### src/common/packet_pkg.sv
`default_nettype none

package packet_pkg;

    // ============================================================
    // Stream geometry
    // ============================================================

    // Wide input beat and narrow output word in bytes
    localparam int DATA_IN_BYTE_WID  = 8;
    localparam int DATA_OUT_BYTE_WID = 2;

    localparam int IN_DATA_WID  = DATA_IN_BYTE_WID * 8;
    localparam int OUT_DATA_WID = DATA_OUT_BYTE_WID * 8;

    // Narrow words carried by one wide beat
    localparam int WORDS_PER_BEAT = DATA_IN_BYTE_WID / DATA_OUT_BYTE_WID;
    localparam int WORD_IDX_WID   = $clog2(WORDS_PER_BEAT);

    // Empty byte counts at the top of a last beat / last word
    localparam int IN_MTY_WID  = $clog2(DATA_IN_BYTE_WID);
    localparam int OUT_MTY_WID = $clog2(DATA_OUT_BYTE_WID);

    // ============================================================
    // Outputs, metadata and events
    // ============================================================

    localparam int NUM_OUTPUTS = 3;
    localparam int CTXT_WID    = $clog2(NUM_OUTPUTS);

    // Per-packet metadata that is valid on the last beat only
    localparam int META_WID = 16;

    // Packet byte count reported at end of packet
    localparam int SIZE_WID = 16;

endpackage : packet_pkg

`default_nettype wire

### src/packet_disaggregate/packet_width_converter.sv
`default_nettype none

module packet_width_converter (
    input  logic                              clk,
    input  logic                              rst,
    // Wide input beats
    input  logic                              in_vld,
    output logic                              in_rdy,
    input  logic [packet_pkg::IN_DATA_WID-1:0] in_data,
    input  logic                              in_eop,
    input  logic [packet_pkg::IN_MTY_WID-1:0]  in_mty,
    input  logic [packet_pkg::META_WID-1:0]    in_meta,
    // Narrow words towards the demux
    output logic                               cv_vld,
    input  logic                               cv_rdy,
    output logic [packet_pkg::OUT_DATA_WID-1:0] cv_data,
    output logic                               cv_eop,
    output logic [packet_pkg::OUT_MTY_WID-1:0]  cv_mty,
    output logic [packet_pkg::META_WID-1:0]     cv_meta,
    output logic                               cv_sop
);
    import packet_pkg::*;

    // Holding register for one beat
    logic                    beat_vld;
    logic [IN_DATA_WID-1:0]  beat_data;
    logic                    beat_eop;
    logic [META_WID-1:0]     beat_meta;
    logic                    beat_sop;
    logic [WORD_IDX_WID-1:0] last_idx;
    logic [OUT_MTY_WID-1:0]  last_mty;
    logic [WORD_IDX_WID-1:0] word_idx;

    // Next accepted beat opens a packet
    logic in_sop;
    logic rdy_en;

    logic [IN_MTY_WID-1:0]   in_mty_eff;
    logic [IN_MTY_WID-1:0]   in_last_byte;
    logic [WORD_IDX_WID-1:0] in_last_idx;
    logic [OUT_MTY_WID-1:0]  in_last_mty;

    logic last_word;
    logic word_xfer;
    logic beat_done;
    logic in_xfer;

    // ============================================================
    // Beat geometry at acceptance
    // ============================================================

    // Only the last beat of a packet may be short
    assign in_mty_eff   = in_eop ? in_mty : '0;
    assign in_last_byte = IN_MTY_WID'(DATA_IN_BYTE_WID - 1) - in_mty_eff;
    assign in_last_idx  = WORD_IDX_WID'(in_last_byte / DATA_OUT_BYTE_WID);
    assign in_last_mty  = OUT_MTY_WID'(DATA_OUT_BYTE_WID - 1 -
                                       (in_last_byte % DATA_OUT_BYTE_WID));

    // ============================================================
    // Handshake
    // ============================================================

    assign last_word = (word_idx == last_idx);
    assign word_xfer = cv_vld && cv_rdy;
    assign beat_done = word_xfer && last_word;

    // Refill in the cycle the final word leaves
    assign in_rdy  = rdy_en && (!beat_vld || beat_done);
    assign in_xfer = in_vld && in_rdy;

    always_ff @(posedge clk) begin
        if (rst) begin
            rdy_en   <= 1'b0;
            beat_vld <= 1'b0;
            word_idx <= '0;
            in_sop   <= 1'b1;
        end else begin
            rdy_en <= 1'b1;
            if (in_xfer) begin
                beat_vld <= 1'b1;
                word_idx <= '0;
                in_sop   <= in_eop;
            end else if (beat_done) begin
                beat_vld <= 1'b0;
            end else if (word_xfer) begin
                word_idx <= word_idx + 1'b1;
            end
        end
    end

    always_ff @(posedge clk) begin
        if (in_xfer) begin
            beat_data <= in_data;
            beat_eop  <= in_eop;
            beat_meta <= in_meta;
            beat_sop  <= in_sop;
            last_idx  <= in_last_idx;
            last_mty  <= in_last_mty;
        end
    end

    // ============================================================
    // Word output with byte 0 first
    // ============================================================

    assign cv_vld  = beat_vld;
    assign cv_data = beat_data[word_idx*OUT_DATA_WID +: OUT_DATA_WID];
    assign cv_eop  = beat_vld && beat_eop && last_word;
    assign cv_mty  = cv_eop ? last_mty : '0;
    assign cv_meta = cv_eop ? beat_meta : '0;
    assign cv_sop  = beat_vld && beat_sop && (word_idx == '0);

    // A finished packet is followed by the first word of the next one
    eop_then_sop : assert property (@(posedge clk) disable iff (rst)
        cv_vld && cv_rdy && cv_eop |=> !cv_vld || cv_sop);

    // A stalled word must not change under the consumer
    stall_holds_word : assert property (@(posedge clk) disable iff (rst)
        cv_vld && !cv_rdy |=> cv_vld && $stable(cv_data) && $stable(cv_eop));

endmodule : packet_width_converter

`default_nettype wire

### src/packet_disaggregate/packet_ctxt_demux.sv
`default_nettype none

module packet_ctxt_demux (
    input  logic                                clk,
    input  logic                                rst,
    // Narrow words from the converter
    input  logic                                cv_vld,
    output logic                                cv_rdy,
    input  logic [packet_pkg::OUT_DATA_WID-1:0] cv_data,
    input  logic                                cv_eop,
    input  logic [packet_pkg::OUT_MTY_WID-1:0]  cv_mty,
    input  logic [packet_pkg::META_WID-1:0]     cv_meta,
    input  logic                                cv_sop,
    // Output select as a level
    input  logic [packet_pkg::CTXT_WID-1:0]     ctxt_sel,
    // Per-output streams
    output logic [packet_pkg::NUM_OUTPUTS-1:0]  out_vld,
    input  logic [packet_pkg::NUM_OUTPUTS-1:0]  out_rdy,
    output logic [packet_pkg::NUM_OUTPUTS-1:0][packet_pkg::OUT_DATA_WID-1:0] out_data,
    output logic [packet_pkg::NUM_OUTPUTS-1:0]  out_eop,
    output logic [packet_pkg::NUM_OUTPUTS-1:0][packet_pkg::OUT_MTY_WID-1:0]  out_mty,
    output logic [packet_pkg::NUM_OUTPUTS-1:0][packet_pkg::META_WID-1:0]     out_meta,
    // Context report
    output logic                                ctxt_out_valid,
    output logic [packet_pkg::CTXT_WID-1:0]     ctxt_out
);
    import packet_pkg::*;

    logic [CTXT_WID-1:0]    ctxt_lat;
    logic [CTXT_WID-1:0]    cur_ctxt;
    logic [NUM_OUTPUTS-1:0] sel_hit;
    logic                   sop_xfer;

    // ============================================================
    // Context selection
    // ============================================================

    // First word steers from the live select, the rest from the latch
    assign cur_ctxt = cv_sop ? ctxt_sel : ctxt_lat;
    assign sop_xfer = cv_vld && cv_sop && cv_rdy;

    always_ff @(posedge clk) begin
        if (rst) begin
            ctxt_lat <= '0;
        end else if (sop_xfer) begin
            ctxt_lat <= ctxt_sel;
        end
    end

    always_comb begin
        for (int i = 0; i < NUM_OUTPUTS; i++) begin
            sel_hit[i] = (cur_ctxt == CTXT_WID'(i));
        end
    end

    // ============================================================
    // Routing
    // ============================================================

    // Payload fans out to all; valid and eop only on the chosen one
    assign out_vld  = sel_hit & {NUM_OUTPUTS{cv_vld}};
    assign out_eop  = sel_hit & {NUM_OUTPUTS{cv_eop}};
    assign out_data = {NUM_OUTPUTS{cv_data}};
    assign out_mty  = {NUM_OUTPUTS{cv_mty}};
    assign out_meta = {NUM_OUTPUTS{cv_meta}};

    assign cv_rdy = |(sel_hit & out_rdy);

    assign ctxt_out_valid = sop_xfer;
    assign ctxt_out       = cur_ctxt;

    // An unmapped select would stall the stream for good
    sel_in_range : assert property (@(posedge clk) disable iff (rst)
        cv_vld && cv_sop |-> ctxt_sel < CTXT_WID'(NUM_OUTPUTS));

endmodule : packet_ctxt_demux

`default_nettype wire

### src/packet_disaggregate/packet_event_tap.sv
`default_nettype none

module packet_event_tap (
    input  logic                               clk,
    input  logic                               rst,
    // Word transfers seen on one output
    input  logic                               word_xfer,
    input  logic                               word_eop,
    input  logic [packet_pkg::OUT_MTY_WID-1:0] word_mty,
    // Packet length event
    output logic                               event_out_vld,
    output logic [packet_pkg::SIZE_WID-1:0]    event_out_size
);
    import packet_pkg::*;

    logic [SIZE_WID-1:0] byte_cnt;
    logic [SIZE_WID-1:0] word_bytes;
    logic [SIZE_WID-1:0] pkt_total;

    // ============================================================
    // Byte counting
    // ============================================================

    // Empty bytes only ever sit in the last word
    assign word_bytes = SIZE_WID'(DATA_OUT_BYTE_WID) - SIZE_WID'(word_mty);
    assign pkt_total  = byte_cnt + word_bytes;

    always_ff @(posedge clk) begin
        if (rst) begin
            byte_cnt <= '0;
        end else if (word_xfer) begin
            if (word_eop) begin
                byte_cnt <= '0;
            end else begin
                byte_cnt <= pkt_total;
            end
        end
    end

    // ============================================================
    // Event output
    // ============================================================

    always_ff @(posedge clk) begin
        if (rst) begin
            event_out_vld <= 1'b0;
        end else begin
            event_out_vld <= word_xfer && word_eop;
        end
    end

    // Total of the packet just finished
    always_ff @(posedge clk) begin
        if (word_xfer && word_eop) begin
            event_out_size <= pkt_total;
        end
    end

endmodule : packet_event_tap

`default_nettype wire

### src/packet_disaggregate/packet_disaggregate.sv
`default_nettype none

module packet_disaggregate (
    input  logic                                clk,
    input  logic                                rst,
    // Wide input stream
    input  logic                                in_vld,
    output logic                                in_rdy,
    input  logic [packet_pkg::IN_DATA_WID-1:0]  in_data,
    input  logic                                in_eop,
    input  logic [packet_pkg::IN_MTY_WID-1:0]   in_mty,
    input  logic [packet_pkg::META_WID-1:0]     in_meta,
    // Output select
    input  logic [packet_pkg::CTXT_WID-1:0]     ctxt_sel,
    // Narrow output streams
    output logic [packet_pkg::NUM_OUTPUTS-1:0]  out_vld,
    input  logic [packet_pkg::NUM_OUTPUTS-1:0]  out_rdy,
    output logic [packet_pkg::NUM_OUTPUTS-1:0][packet_pkg::OUT_DATA_WID-1:0] out_data,
    output logic [packet_pkg::NUM_OUTPUTS-1:0]  out_eop,
    output logic [packet_pkg::NUM_OUTPUTS-1:0][packet_pkg::OUT_MTY_WID-1:0]  out_mty,
    output logic [packet_pkg::NUM_OUTPUTS-1:0][packet_pkg::META_WID-1:0]     out_meta,
    // Context report
    output logic                                ctxt_out_valid,
    output logic [packet_pkg::CTXT_WID-1:0]     ctxt_out,
    // Per-output length events
    output logic [packet_pkg::NUM_OUTPUTS-1:0]  event_out_vld,
    output logic [packet_pkg::NUM_OUTPUTS-1:0][packet_pkg::SIZE_WID-1:0] event_out_size
);
    import packet_pkg::*;

    // Converter to demux
    logic                    cv_vld;
    logic                    cv_rdy;
    logic [OUT_DATA_WID-1:0] cv_data;
    logic                    cv_eop;
    logic [OUT_MTY_WID-1:0]  cv_mty;
    logic [META_WID-1:0]     cv_meta;
    logic                    cv_sop;

    packet_width_converter u_conv (
        .clk, .rst,
        .in_vld, .in_rdy, .in_data, .in_eop, .in_mty, .in_meta,
        .cv_vld, .cv_rdy, .cv_data, .cv_eop, .cv_mty, .cv_meta, .cv_sop
    );

    packet_ctxt_demux u_demux (
        .clk, .rst,
        .cv_vld, .cv_rdy, .cv_data, .cv_eop, .cv_mty, .cv_meta, .cv_sop,
        .ctxt_sel,
        .out_vld, .out_rdy, .out_data, .out_eop, .out_mty, .out_meta,
        .ctxt_out_valid, .ctxt_out
    );

    // One length counter per output
    for (genvar g = 0; g < NUM_OUTPUTS; g++) begin : g_tap
        packet_event_tap u_tap (
            .clk, .rst,
            .word_xfer      (out_vld[g] & out_rdy[g]),
            .word_eop       (out_eop[g]),
            .word_mty       (out_mty[g]),
            .event_out_vld  (event_out_vld[g]),
            .event_out_size (event_out_size[g])
        );
    end : g_tap

endmodule : packet_disaggregate

`default_nettype wire

### config.mk
export PLATFORM = sky130hd
export DESIGN_NAME = packet_disaggregate
export DESIGN_NICKNAME = d
export VERILOG_FILES = /design/src/common/packet_pkg.sv /design/src/packet_disaggregate/packet_width_converter.sv /design/src/packet_disaggregate/packet_ctxt_demux.sv /design/src/packet_disaggregate/packet_event_tap.sv /design/src/packet_disaggregate/packet_disaggregate.sv
export SDC_FILE = /design/constraint.sdc
export NUM_CORES = 1
export LEC_CHECK = 0
export BUFFER_PORTS_ARGS = -buffer_cell sky130_fd_sc_hd__clkbuf_2
export CAP_MARGIN = 5
export CORE_MARGIN = 1.5
export CORE_UTILIZATION = 45
export CTS_BUF_LIST = sky130_fd_sc_hd__clkbuf_8 sky130_fd_sc_hd__clkbuf_16
export CTS_CLUSTER_SIZE = 28
export DETAILED_ROUTE_END_ITERATION = 10
export PLACE_DENSITY = 0.68
export SYNTH_ARGS = -nofsm -noshare
export SYNTH_HDL_FRONTEND = slang
export SYNTH_SLANG_ARGS = --single-unit
### constraint.sdc
create_clock -name clk -period 10.6 [get_ports clk]
set_clock_uncertainty 0.05 [all_clocks]
set_input_delay 0.53 -clock clk [delete_from_list [all_inputs] [get_ports clk]]
set_output_delay 0.53 -clock clk [all_outputs]
set_load 0.005 [all_outputs]
# Word-level counts from Yosys, hierarchy flattened
# Index checks and enable logic that the tools add are counted.
# classes
reduce_logical,21
muxes,10
shift,1
n_bitwise,7
eq_ne,3
add_sub_neg,7
# ops
op,n
16-bit two-way mux,4
64-bit by 7-bit indexed part select with 16-bit output,1
16-bit adder,3
1-bit logical AND,13
3-bit AND,3
2-bit zero test,2
1-bit two-way mux,4
1-bit AND,3
3-bit two-way mux,1
3-bit OR reduction,1
2-bit by 1-bit subtractor with 3-bit output (first input constant),1
3-bit subtractor (first input constant),1
2-bit by 1-bit adder with 2-bit output (second input constant),1
2-bit by 1-bit == test with 1-bit output (second input constant),1
2-bit == test,1
2-bit == test (second input constant),1
2-bit two-way mux,1
2-bit AND reduction,1
2-bit nonzero test,1
2-bit OR reduction,1
1-bit zero test,1
1-bit logical OR,1
1-bit inverter,1
1-bit subtractor (first input constant),1
# word_totals
word_cells,69
inputBits,92
output_inout_bits,160
register_bits,191

# Logic depth before layout (Yosys ltp)
# Gate-level depths: netlist of run 1.
# logic_depth
ltp_word,12
mapped_depth,15
ltp_nobuf,11

# Modules after synthesis
# From an unflattened synthesis of run 1, not the netlist that was laid out.
# unflattened
cells_unflattened,763
hier_area_um2,9243.9
# modules_own_cells
mod,cells_each,area_per_inst_um2,seq_area_each_um2,n_inst
packet_event_tap,159,1619.1,820.8,3
packet_width_converter,156,3417.0,2652.5,1
packet_ctxt_demux,127,950.9,40.0,1
packet_disaggregate,3,18.8,0.0,1

# Least setup slack after synthesis of run 1
# OpenSTA, ideal clock, no wires.
# synth_timing
kind,reg-to-reg
start,register u_conv.word_idx[0]
end,register u_conv.in_sop
path_slack_ns,3.743
arrival_time_ns,6.476
setup_time_ns,0.332
path_stages_with_launch,10
path_buffers,2
synth_period_minus_slack_ns,6.857
required_time_ns,10.218
cell_sequence,dfxtp_1 > buf_6 > buf_1 > inv_1 > ha_1 > nand3_1 > mux2i_1 > a31oi_1 > a21oi_1 > mux2i_1
# synth_via
elab_chain_len,11
word_cells_on_any_way,14
classes_between,3 x eq/ne; 1 x mux; 1 x bitwise; 9 x reduce/logical
# synth_lines
element,line,rtl
"start, declared",packet_width_converter.sv:32,logic [WORD_IDX_WID-1:0] word_idx;
"start signal, assigned",packet_width_converter.sv:86,word_idx <= word_idx + 1'b1;
2-bit zero test,packet_width_converter.sv:111,assign cv_sop = beat_vld && beat_sop && (word_idx == '0);
1-bit logical AND,packet_width_converter.sv:111,
2-bit two-way mux,packet_ctxt_demux.sv:39,assign cur_ctxt = cv_sop ? ctxt_sel : ctxt_lat;
2-bit by 1-bit == test with 1-bit output (tied with other cells),packet_ctxt_demux.sv:52,sel_hit[i] = (cur_ctxt == CTXT_WID'(i));
3-bit AND,packet_ctxt_demux.sv:67,assign cv_rdy = |(sel_hit & out_rdy);
3-bit OR reduction,packet_ctxt_demux.sv:67,
1-bit logical AND,packet_width_converter.sv:64,assign word_xfer = cv_vld && cv_rdy;
1-bit logical AND (*),packet_width_converter.sv:65,assign beat_done = word_xfer && last_word;
1-bit logical OR (*),packet_width_converter.sv:68,assign in_rdy = rdy_en && (!beat_vld || beat_done);
1-bit logical AND (*),packet_width_converter.sv:68,
1-bit logical AND (*),packet_width_converter.sv:69,assign in_xfer = in_vld && in_rdy;
net u_conv.in_xfer,packet_width_converter.sv:46,logic in_xfer;
"end signal, assigned",packet_width_converter.sv:82,in_sop <= in_eop;
"end, declared",packet_width_converter.sv:35,logic in_sop;
# Mark *: on every way through the listed nets, which the timed path passes. The rest lies on a longest branch.
# A chain may end at the register's enable or synchronous reset.

# Worst setup path after layout of run 1
# layout_timing
start,register u_conv.word_idx[1]
end,register g_tap[1].u_tap.byte_cnt[14]
# layout_via
elab_chain_len,6
word_cells_on_any_way,13
classes_between,2 x add/sub; 2 x eq/ne; 3 x mux; 3 x bitwise; 3 x reduce/logical
# layout_lines
element,line,rtl
2-bit == test / 2-bit zero test (equally long branches),"packet_width_converter.sv:63, packet_width_converter.sv:111",
1-bit logical AND (on tied branches),"packet_width_converter.sv:108, packet_width_converter.sv:111",
1-bit two-way mux / 2-bit two-way mux (equally long branches),"packet_width_converter.sv:109, packet_ctxt_demux.sv:39",
2-bit by 1-bit subtractor with 3-bit output / 2-bit by 1-bit == test with 1-bit output (equally long branches),"packet_event_tap.sv:25, packet_ctxt_demux.sv:52",
16-bit adder (tied with other cells),packet_event_tap.sv:26,assign pkt_total = byte_cnt + word_bytes;
16-bit two-way mux / 1-bit AND (equally long branches),"packet_event_tap.sv:32, packet_disaggregate.sv:58",
"end signal, assigned",packet_event_tap.sv:35,byte_cnt <= pkt_total;
"end, declared",packet_event_tap.sv:16,logic [SIZE_WID-1:0] byte_cnt;
# Parallel ways exist; a longest one is shown, timed or not.

==> reports/results.txt, run 1 <==
status = complete, no violations
gr usage total = 18.7%
top cell type's share of synthesized area = 46.2%
total global routing overflow = 0
CP max FO = 45
die extent in x = 142 µm
MaxCap Viol Count = 0
CP Launch Point = u_conv.word_idx[1]
Main synth FF type = edfxtp_1
final setup margin = 5.98 ns
Yosys top cell by area = edfxtp_1
wire length per cell = 16.5 µm
leakage = 4.01 nW
DR vias = 5,821
CP Launch Type = flip-flop
sequential area share after synthesis = 59.6%
most frequent cell after synthesis = edfxtp_1
n_diodes = 0
Via density = 5.21
number of core rows = 50
Max Freq = 0.217 GHz
Top-Level Pins = 252
FFs w/ async S/R, synth = 0%
Final ANT Viol Nets = 0
Hold-fix buffers, CTS = 0
Worst-path clk slew = 0.08 ns
die area = 20,000 µm²
first-pass GRT wire length = 28,300 µm
Initial Util = 46.1%
Nets = 973
syn_area_per_cell = 12.3 µm²
Skew-Pair Late Insertion Delay = 0.43 ns
Post-DP HPWL = 12,900 µm
DR iter-0 viols = 431
final wirelength = 18,400 µm
Power per Cell Area = 151 nW/µm²
Warnings, synthesis = 0
Final Critical Period = 4.62 ns
Arr. time, crit path = 4.93 ns
unrepaired setup endpoints after global routing = false
drt pass-1 iters = 4
CTS tree = built
final worst-path cycle share = 43.6%
Root Driver = clkbuf_16
pin count of the biggest net entering global routing = 89
Post-Synthesis Cells = 702
CTS Buffer Depth = 2
critical path type = flip-flop to flip-flop
synthesized flop and latch total = 191
Post-synth EDFFs = 133
cells along the critical path = xnor2_1, and4_4, nand2_1, inv_1, ha_1, fa_1, nand2_1, nor4_1, nand3_1, or3_1, a21oi_1
crit-path max cell delay = 0.90 ns
core area = 18,800 µm²
final hold violations = 0
RePlAce Congestion = 0.820
Setup Slack @ Placement = 5.88 ns
post-synth cell types = 56
vias in the first global route = 5,453
post-CTS sizing = 0
DRC = 0
syn_nets = 804
Required @ worst endpoint = 10.91 ns
Buffers on Ports = 251
Worst slew margin = 27.6%
Worst-Margin Slew = 1.09 ns
VDD IR max = 0.120 mV
fraction of layout cells with a size suffix above 1 = 35.6%
Post-Synthesis Cell Area = 8640 µm²
Num Clock Sinks = 191
FF-to-FF Start = u_conv.word_idx[1]
H-tree Lvls = 4
initial antenna violation count = 0
top post-synthesis cells by area = edfxtp_1 (46%), dfxtp_1 (13%), buf_4 (6.4%)
HP Start = in_data[29]
Slew Limit Fails = 0
Die Height = 142 µm
CTS buffer count = 17
worst min path class = primary input to flip-flop
most frequent cells after synthesis = edfxtp_1 (133), buf_4 (74), dfxtp_1 (58), nand2_1 (51), a21oi_1 (50)
Crit-path slowest cell = dfxtp_1
worst path bufs/invs = 1
cell mode on critical path = nand2_1
Layout area overhead = 17.3%
Final Setup Violations = 0
Post CTS Setup Buffer Count = 0
setup tns final = 0 ns
CP delay by family, top = simple AND/OR/NAND/NOR gates
Worst Setup End Kind = flip-flop
[per-layer routing]
metal	part of all wire (%)	global-route usage [%]	wire length [µm]
met5	0	0	0
met3	6.7	4.05	1230
met1	42	23.1	7680
met4	2.4	8.74	444
met2	49	31.4	9050
[final cells by class]
| type | instances | area, µm² |
|---|---|---|
| Multi-Input combinational cell | 392 | 2750 |
| Clock buffer | 17 | 425 |
| Sequential cell | 191 | 5150 |
| Clock inverter | 15 | 168 |
| Timing Repair Buffer | 258 | 1310 |
| Tap cell | 234 | 293 |
| Fill cell | 1576 | 8630 |
| Inverter | 11 | 41.3 |
[layout by cell type (no fill, tap or decap), drive strengths merged, types with 3 or more instances in the layout]
master and n:
a21o 5, a21oi 50, a31oi 3, a32o 7, and2 24, and3 6
and4 7, buf 7, clkbuf 268, clkinv 7, dfxtp 58, edfxtp 133
fa 3, ha 7, inv 18, mux2i 4, mux4 16, nand2 51
nand2b 4, nand3 40, nand3b 4, nand4 10, nor2 23, nor3 19
nor4 7, o211ai 4, o21ai 21, or3 6, or4 8, xnor2 29
xor2 15
[registers in the layout (all words and copies together), names as in the netlist]
register and count:
u_conv.beat_sop 1, g_tap.u_tap.event_out_vld 3, u_conv.beat_meta 16, g_tap.u_tap.byte_cnt 48
u_demux.ctxt_lat 2, u_conv.last_mty 1, u_conv.last_idx 2, u_conv.word_idx 2
u_conv.beat_eop 1, u_conv.beat_data 64, u_conv.rdy_en 1, g_tap.u_tap.event_out_size 48
u_conv.in_sop 1, u_conv.cv_vld 1
[through the flow]
| stage | area, µm² | std cells | power, mW | hold WS (ns) | util, % |
|---|---|---|---|---|---|
| floorplan | 8640 | 702 | 0.888 | 0.359 | - |
| global placement | 9550 | 1086 | 0.918 | 0.365 | 50.9 |
| detailed placement | 9550 | 1086 | 0.918 | 0.378 | 50.9 |
| CTS | 10100 | 1118 | 1.55 | 0.194 | 54.0 |
| global route | 10100 | 1118 | 1.58 | 0.194 | 54.0 |
| finish | 10100 | 1118 | 1.53 | 0.213 | 54.0 |
[path summary, 6_finish.rpt]
| check | endpoint | slack, ns | cells past startpoint |
|---|---|---|---|
| worst max-delay path | g_tap[1].u_tap.byte_cnt[14] | 5.98 | 11 |
| worst max register to register | g_tap[1].u_tap.byte_cnt[14] | 5.98 | 11 |
| worst min register to register | u_conv.beat_sop | 0.39 | 0 |
| worst min-delay path | u_conv.beat_data[29] | 0.21 | 1 |
[worst register-to-register path, stage by stage (launching register included)]
cell and delay, ns:
dfxtp_1 0.90, xnor2_1 0.25, and4_4 0.58, nand2_1 0.38
inv_1 0.30, ha_1 0.26, fa_1 0.31, nand2_1 0.14
nor4_1 0.62, nand3_1 0.21, or3_1 0.39, a21oi_1 0.16
[cells by family (layout without fill, tap and decap cells)]
family / Yosys count / in the layout / share of synthesized area [%]
AND/OR/NAND/NOR: 213 / 213 / 13.0
adder cells (fa/ha/maj): 10 / 10 / 1.71
AO/OA/AOI/OAI: 105 / 105 / 7.41
buffers and inverters: 119 / 301 / 8.69
XOR/XNOR: 44 / 44 / 4.55
flip-flops: 191 / 191 / 59.6
multiplexers: 20 / 20 / 4.97
[report_power, final]
part	internal (mW)	switching, mW
clock network	0.317	0.313
logic	0.0355	0.0455
registers	0.813	0.00592
No activity file was read; power rests on OpenSTA's default activity.
==> run 2: changes to the inputs <==
--- a/config.mk
+++ b/config.mk
@@ -5,6 +5,7 @@
 export SDC_FILE = /design/constraint.sdc
 export NUM_CORES = 1
 export LEC_CHECK = 0
+export ABC_AREA = 1
 export BUFFER_PORTS_ARGS = -buffer_cell sky130_fd_sc_hd__clkbuf_2
 export CAP_MARGIN = 5
 export CORE_MARGIN = 1.5
@@ -12,7 +13,7 @@
 export CTS_BUF_LIST = sky130_fd_sc_hd__clkbuf_8 sky130_fd_sc_hd__clkbuf_16
 export CTS_CLUSTER_SIZE = 28
 export DETAILED_ROUTE_END_ITERATION = 10
-export PLACE_DENSITY = 0.68
+export PLACE_DENSITY = 0.71
 export SYNTH_ARGS = -nofsm -noshare
 export SYNTH_HDL_FRONTEND = slang
 export SYNTH_SLANG_ARGS = --single-unit
==> constraint.sdc (replaced) <==
create_clock -name clk -period 3.89 [get_ports clk]
set_clock_uncertainty 0.05 [all_clocks]
set_input_delay 0.1945 -clock clk [delete_from_list [all_inputs] [get_ports clk]]
set_output_delay 0.1945 -clock clk [all_outputs]
set_load 0.005 [all_outputs]
==> run 2 against run 1 <==
The flow now finishes with violations (DRC). Hold slack worse by 0.18 ns. Final cell count is 16% higher. Non-clock buffer count grew 88. Largest power group unchanged. Sequential share of layout area fell by 3.2 points. Critical path type unchanged. Die area shrank 2.7%. Critical endpoint is now g_tap[0].u_tap.byte_cnt[14]. Area after synthesis shrank 2.7%. Power rose to 2.8 times the previous value.
==> reports/results.txt, run 2 <==
Comb power frac = 7.0% (+1.7 points)
die extent in x = 140 µm (-1.3%)
wire length per cell = 15.0 µm (-9.1%)
initial antenna violation count = 1 (+1)
Worst slew margin = 46.5% (+19 points)
cell mode on critical path = nand2_1
leakage = 4.56 nW (+14%)
final instance area = 10,800 µm² (+6.8%)
Final Setup Violations = 0 (unchanged)
FF-to-FF Start = u_conv.cv_vld
Root Driver = clkbuf_16
Post-Synthesis Cells = 787 (+12%)
gr usage total = 19.9% (+1.2 points)
biggest regs = u_conv.beat_data x64, g_tap.u_tap.byte_cnt x48, g_tap.u_tap.event_out_size x48
CP Launch Point = u_conv.cv_vld
Reg with most FFs = u_conv.beat_data
number of core rows = 49 (-2.0%)
non-filler cells, final = 1,296 (+16%)
most frequent cells after synthesis = edfxtp_1 (133), nand2_1 (111), nor2_1 (84), buf_4 (74), inv_1 (65)
Worst-path clk slew = 0.07 ns (about the same)
syn_area_per_cell = 10.7 µm² (-13%)
Nets = 1,155 (+19%)
critical path type = flip-flop to flip-flop
Final ANT Viol Nets = 0 (unchanged)
Required @ worst endpoint = 4.19 ns (-6.72 ns)
internal power = 3.30 mW (+180%)
Max Freq = 0.323 GHz (+49%)
CTS buffer count = 17 (unchanged)
Slew Limit Fails = 0 (unchanged)
DR vias = 6,328 (+8.7%)
vias in the first global route = 6,098 (+12%)
Arr. time, crit path = 3.40 ns (-1.53 ns)
Post-synth EDFFs = 133 (unchanged)
H-tree Lvls = 4 (unchanged)
Die Height = 140 µm (-1.3%)
Crit-path slowest cell = dfxtp_1
DR iter-0 viols = 364 (-16%)
Main synth FF type = edfxtp_1
top post-synthesis cells by area = edfxtp_1 (47%), dfxtp_1 (14%), buf_4 (6.6%)
most frequent cell after synthesis = edfxtp_1
Post-Synthesis Cell Area = 8410 µm² (-2.7%)
placed cell area = 9360 µm² (-2.0%)
Num Clock Sinks = 191 (unchanged)
sequential area share after synthesis = 61.3% (+1.7 points)
worst min path class = primary input to flip-flop
Power per Cell Area = 400 nW/µm² (+170%)
CP Launch Type = flip-flop
VDD IR max = 0.297 mV (+150%)
Top-Level Pins = 252 (unchanged)
fraction of layout cells with a size suffix above 1 = 29.3% (-6.4 points)
pin count of the biggest net entering global routing = 83 (-6.7%)
cells along the critical path = nand2_1, nor2_4, nand2_1, inv_1, ha_1, fa_1, nand3_1, nor3_2, nand3_1, nor2_1, xor2_1, nand2_1, a21oi_1
total global routing overflow = 0 (unchanged)
Reg area = 5150 µm² (unchanged)
Skew-Pair Late Insertion Delay = 0.43 ns (about the same)
die area = 19,500 µm² (-2.7%)
Worst-Margin Slew = 0.802 ns (-0.285 ns)
worst hold slack = 0.0340 ns (-0.179 ns)
Yosys top cell by area = edfxtp_1
CTS tree = built
Final Critical Period = 3.10 ns (-1.52 ns)
commonest non-fill, non-tap cell in the layout = clkbuf_2
most frequent cells in the layout = clkbuf_2 (251), edfxtp_1 (133), nand2_1 (111)
core area = 18,100 µm² (-3.3%)
Post CTS Setup Buffer Count = 0 (unchanged)
Buffers on Ports = 251 (unchanged)
final wirelength = 19,400 µm (+5.4%)
CTS Buffer Depth = 2 (unchanged)
unrepaired setup endpoints after global routing = false
DP Cell Count = 1,178 (+8.5%)
DRC = 7 (+7)
setup tns final = 0 ns (unchanged)
CP max FO = 10 (-78%)
Largest register FFs = 64 (unchanged)
Fillers = 1,441 (-8.6%)
status = finished with violations
switching power = 1.03 mW (+180%)
drt pass-1 iters = 8 (+4)
post-synth cell types = 32 (-43%)
top cell type's share of synthesized area = 47.5% (+1.3 points)
MaxCap Viol Count = 0 (unchanged)
Warnings, synthesis = 0 (unchanged)
failing checks = DRC
Initial Util = 46.3% (+0.29 points)
syn_nets = 889 (+11%)
crit-path max cell delay = 0.51 ns (-0.39 ns)
first-pass GRT wire length = 30,300 µm (+7.1%)
Seq pwr share = 51.6% (-1.9 points)
Layout area overhead = 28.7%
multi-input logic area = 2320 µm² (-16%)
final hold violations = 0 (unchanged)
Post-DP HPWL = 12,600 µm (-2.6%)
final worst-path cycle share = 79.6% (+36 points)
Sw Ratio = 23.9% (+0.040 points)
FFs w/ async S/R, synth = 0% (unchanged)
clock power share = 41.4% (+0.2 points)
RePlAce Congestion = 0.816 (-0.46%)
HP Start = ctxt_sel[1]
synthesized flop and latch total = 191 (unchanged)
Via density = 4.88 (-6.2%)
Worst Setup End Kind = flip-flop
[run 2: changes by cell type in the layout (fill, tap and decap cells not counted), sizes merged, moves of 14 or more]
cell         before  now
inv              18   73
mux4             16    0
and2             24    0
dlygate4sd3       0   85
nor2             23   90
o21ai            21   35
xnor2            29   15
nand2            51  117
o22ai             0   16
[run 2: through the flow]
step                setup WS (ns)  total power [mW]  utilization, %
CTS                         0.829              4.34            59.6
floorplan                   0.190              2.42               -
global route                0.485              4.47            59.7
global placement            0.940              2.51            51.6
detailed placement          0.841              2.51            51.6
finish                      0.795              4.33            59.7
[run 2: repair_timing]
action	in CTS	in global routing
hold buffers	85	0
gates resized for setup	0	0
endpoints found under the hold margin	85	0
[run 2: power groups by stage]
| stage | clock (mW) | sequential, mW | combinational [mW] |
|---|---|---|---|
| detailed placement | 0 | 2.28 | 0.229 |
| global placement | 0 | 2.28 | 0.227 |
| global route | 1.90 | 2.24 | 0.328 |
| CTS | 1.81 | 2.23 | 0.297 |
| finish | 1.79 | 2.24 | 0.302 |
| floorplan | 0 | 2.28 | 0.146 |
[run 2: cell families (layout without fill, tap and decap cells)]
group / count (synthesis) / after routing / share of synthesized area, %
and+or+nand+nor: 265 / 265 / 14.0
DFF: 191 / 191 / 61.3
buffers and inverters: 165 / 444 / 11.1
AOI/OAI and AO/OA: 115 / 115 / 7.59
xor gates and xnor gates: 41 / 41 / 4.27
adders and majority gates: 10 / 10 / 1.76
other: 0 / 1 / 0
[run 2: cell type report]
class	instances	area share (%)
Antenna cell	1	0.0231
Clock buffer	17	3.93
Clock inverter	15	1.76
Inverter	66	2.32
Multi-Input combinational cell	431	21.4
Sequential cell	191	47.6
Tap cell	229	2.65
Timing Repair Buffer	346	20.3
[run 2: worst paths after layout]
path         slack (ns)  depth (start not counted)                     endpoint
min                0.03                          3          u_demux.ctxt_lat[1]
max                0.79                         13  g_tap[0].u_tap.byte_cnt[14]
max reg2reg        0.79                         13  g_tap[0].u_tap.byte_cnt[14]
min reg2reg        0.39                          0              u_conv.beat_sop
[run 2: worst max-delay path: cells and delay by family, from the launching register on]
kind	cells	cell delay, ns
XOR/XNOR	1	0.22
flip-flops	1	0.51
adder cells (fa/ha/maj)	2	0.46
buffers and inverters	1	0.28
AO/OA/AOI/OAI	1	0.16
AND/OR/NAND/NOR	8	1.32
[run 2: per-layer routing]
layer	GRT usage (%)	up-vias	part of all wire [%]
met5	0	-	0
met4	8.14	0	2.6
met3	4.47	34	5.7
met2	34.8	229	50
met1	23.8	2950	41
li1	-	3115	-
==> run 3: changes to the inputs <==
--- a/config.mk
+++ b/config.mk
@@ -13,7 +13,7 @@
 export CTS_BUF_LIST = sky130_fd_sc_hd__clkbuf_8 sky130_fd_sc_hd__clkbuf_16
 export CTS_CLUSTER_SIZE = 28
 export DETAILED_ROUTE_END_ITERATION = 10
-export PLACE_DENSITY = 0.71
+export PLACE_DENSITY = 0.68
 export SYNTH_ARGS = -nofsm -noshare
 export SYNTH_HDL_FRONTEND = slang
 export SYNTH_SLANG_ARGS = --single-unit
==> constraint.sdc (replaced) <==
create_clock -name clk -period 3.1 [get_ports clk]
set_clock_uncertainty 0.05 [all_clocks]
set_input_delay 0.155 -clock clk [delete_from_list [all_inputs] [get_ports clk]]
set_output_delay 0.155 -clock clk [all_outputs]
set_load 0.005 [all_outputs]
==> run 3 against run 2 <==
Largest power group unchanged. Sequential share of layout area shrank 0.31 points. The flow still finishes with violations (DRC). Largest cell class unchanged. Setup slack worse by 0.37 ns. Wire length fell by 1.3%. Flip-flop and latch count unchanged. Sequential power increased by 25%. Critical endpoint unchanged. Final cell count rose by 0.46%. Utilization increased by 0.39 points. Critical path type unchanged. Fmax up 16%.
==> reports/results.txt, run 3 (synthesis gave the netlist of run 2 again) <==
Buffers on Ports = 251 (unchanged)
Die Height = 140 µm (unchanged)
Num Clock Sinks = 191 (unchanged)
Worst Setup End Kind = flip-flop
DR vias = 6,249 (-1.2%)
status = finished with violations
commonest non-fill, non-tap cell in the layout = clkbuf_2
biggest regs = u_conv.beat_data x64, g_tap.u_tap.byte_cnt x48, g_tap.u_tap.event_out_size x48
die area = 19,500 µm² (unchanged)
Comb power frac = 7.4% (+0.4 points)
final setup margin = 0.420 ns (-0.374 ns)
die extent in x = 140 µm (unchanged)
Skew-Pair Late Insertion Delay = 0.43 ns (about the same)
critical path type = flip-flop to flip-flop
fraction of layout cells with a size suffix above 1 = 30.3% (+1.0 points)
gr usage total = 20.1% (+0.14 points)
core area = 18,100 µm² (unchanged)
total global routing overflow = 0 (unchanged)
Seq pwr share = 52.9% (+1.3 points)
Worst slew margin = 45.0% (-1.5 points)
worst min path class = primary input to flip-flop
Final ANT Viol Nets = 0 (unchanged)
clock power share = 39.7% (-1.7 points)
vias in the first global route = 6,102 (+0.066%)
final hold violations = 0 (unchanged)
Max Freq = 0.373 GHz (+16%)
DRC = 10 (+3)
Final Setup Violations = 0 (unchanged)
first-pass GRT wire length = 30,300 µm (about the same)
unrepaired setup endpoints after global routing = false
Slew Limit Fails = 0 (unchanged)
CP max FO = 6 (-4)
Post CTS Setup Buffer Count = 0 (unchanged)
Top-Level Pins = 252 (unchanged)
Final Critical Period = 2.68 ns (-0.416 ns)
wire length per cell = 14.7 µm (-1.8%)
drt pass-1 iters = 8 (unchanged)
internal power = 4.10 mW (+24%)
Post-DP HPWL = 12,900 µm (+2.5%)
Worst-path clk slew = 0.07 ns (about the same)
VDD IR max = 0.383 mV (+29%)
H-tree Lvls = 4 (unchanged)
Reg with most FFs = u_conv.beat_data
Total Power = 5.30 mW (+22%)
final worst-path cycle share = 86.4% (+6.9 points)
Initial Util = 46.3% (unchanged)
MaxCap Viol Count = 0 (unchanged)
Layout area overhead = 29.6%
failing checks = DRC
CTS tree = built
Via density = 4.80 (-1.7%)
final wirelength = 19,100 µm (-1.3%)
most frequent cells in the layout = clkbuf_2 (251), edfxtp_1 (133), nand2_1 (107)
Power per Cell Area = 486 nW/µm² (+22%)
Fillers = 1,485 (+3.1%)
leakage = 4.57 nW (+0.21%)
Setup Slack @ Placement = 0.359 ns (-0.483 ns)
Worst-Margin Slew = 0.824 ns (+0.0225 ns)
Arr. time, crit path = 3.00 ns (-0.40 ns)
Nets = 1,161 (+0.52%)
DR iter-0 viols = 377 (+3.6%)
pin count of the biggest net entering global routing = 62 (-25%)
CTS Buffer Depth = 2 (unchanged)
RePlAce Congestion = 0.849 (+4.0%)
number of core rows = 49 (unchanged)
Largest register FFs = 64 (unchanged)
switching power = 1.20 mW (+17%)
CTS buffer count = 17 (unchanged)
Root Driver = clkbuf_16
CP Launch Type = flip-flop
Required @ worst endpoint = 3.42 ns (-0.77 ns)
Sw Ratio = 22.7% (-1.1 points)
initial antenna violation count = 1 (unchanged)
==> run 3: power groups by stage <==
stage | combinational [mW] | sequential, mW | clock, mW
floorplan | 0.193 | 2.86 | 0
global placement | 0.300 | 2.86 | 0
global route | 0.430 | 2.81 | 2.26
finish | 0.395 | 2.80 | 2.10
CTS | 0.392 | 2.80 | 2.15
detailed placement | 0.304 | 2.86 | 0
==> run 3: worst max-delay path: stages, from the launching register on <==
cell      delay [ns]
edfxtp_1        0.38
xnor2_1         0.15
nand2_1         0.15
nor2_4          0.11
nand2_1         0.09
inv_2           0.13
ha_1            0.21
fa_1            0.25
nand3_1         0.13
nor3_2          0.25
nand3_1         0.17
nor2_1          0.14
xor2_1          0.21
nand2_1         0.08
a21oi_1         0.12
==> run 3: path summary, 6_finish.rpt <==
check                startpoint                           to  slack (ns)  depth (start not counted)
max          u_conv.last_idx[1]  g_tap[0].u_tap.byte_cnt[14]        0.42                         14
min                  out_rdy[2]   g_tap[2].u_tap.byte_cnt[0]        0.07                          5
max reg2reg  u_conv.last_idx[1]  g_tap[0].u_tap.byte_cnt[14]        0.42                         14
min reg2reg       u_conv.in_sop              u_conv.beat_sop        0.41                          0
==> run 3: layer usage <==
| metal | wire (µm) | GRT usage (%) | share of wire (%) |
|---|---|---|---|
| met1 | 7990 | 23.9 | 42 |
| met2 | 9890 | 35.2 | 52 |
| met3 | 920 | 5.06 | 4.8 |
| met4 | 340 | 7.26 | 1.8 |
| met5 | 0 | 0 | 0 |
==> run 3: per-stage QoR <==
| stage | instances | setup TNS (ns) | instance area (µm²) | hold slack (ns) | utilization [%] |
|---|---|---|---|---|---|
| 4_1_cts | 1301 | 0 | 10900 | 0.0574 | 60.0 |
| 2_1_floorplan | 787 | -5.59 | 8510 | 0.204 | - |
| 5_1_grt | 1302 | 0 | 10900 | 0.0807 | 60.0 |
| 6_report | 1302 | 0 | 10900 | 0.0741 | 60.0 |
| 3_3_place_gp | 1181 | 0 | 9450 | 0.282 | 52.1 |
| 3_5_place_dp | 1181 | 0 | 9450 | 0.284 | 52.1 |
==> run 3: what timing repair did <==
action                     CTS  global route
setup endpoints to repair    0             2
hold endpoints to repair    87             0
hold buffers                88             0
gates resized for setup      0             1
==> run 3: cell type report <==
type | count | area, µm² | area share (%)
sequential | 191 | 5150 | 47.3
multi-input combinational | 431 | 2390 | 21.9
timing repair buffer | 352 | 2250 | 20.6
clock buffer | 17 | 425 | 3.90
tap | 229 | 287 | 2.63
inverter | 66 | 256 | 2.35
clock inverter | 15 | 135 | 1.24
antenna | 1 | 2.50 | 0.0230
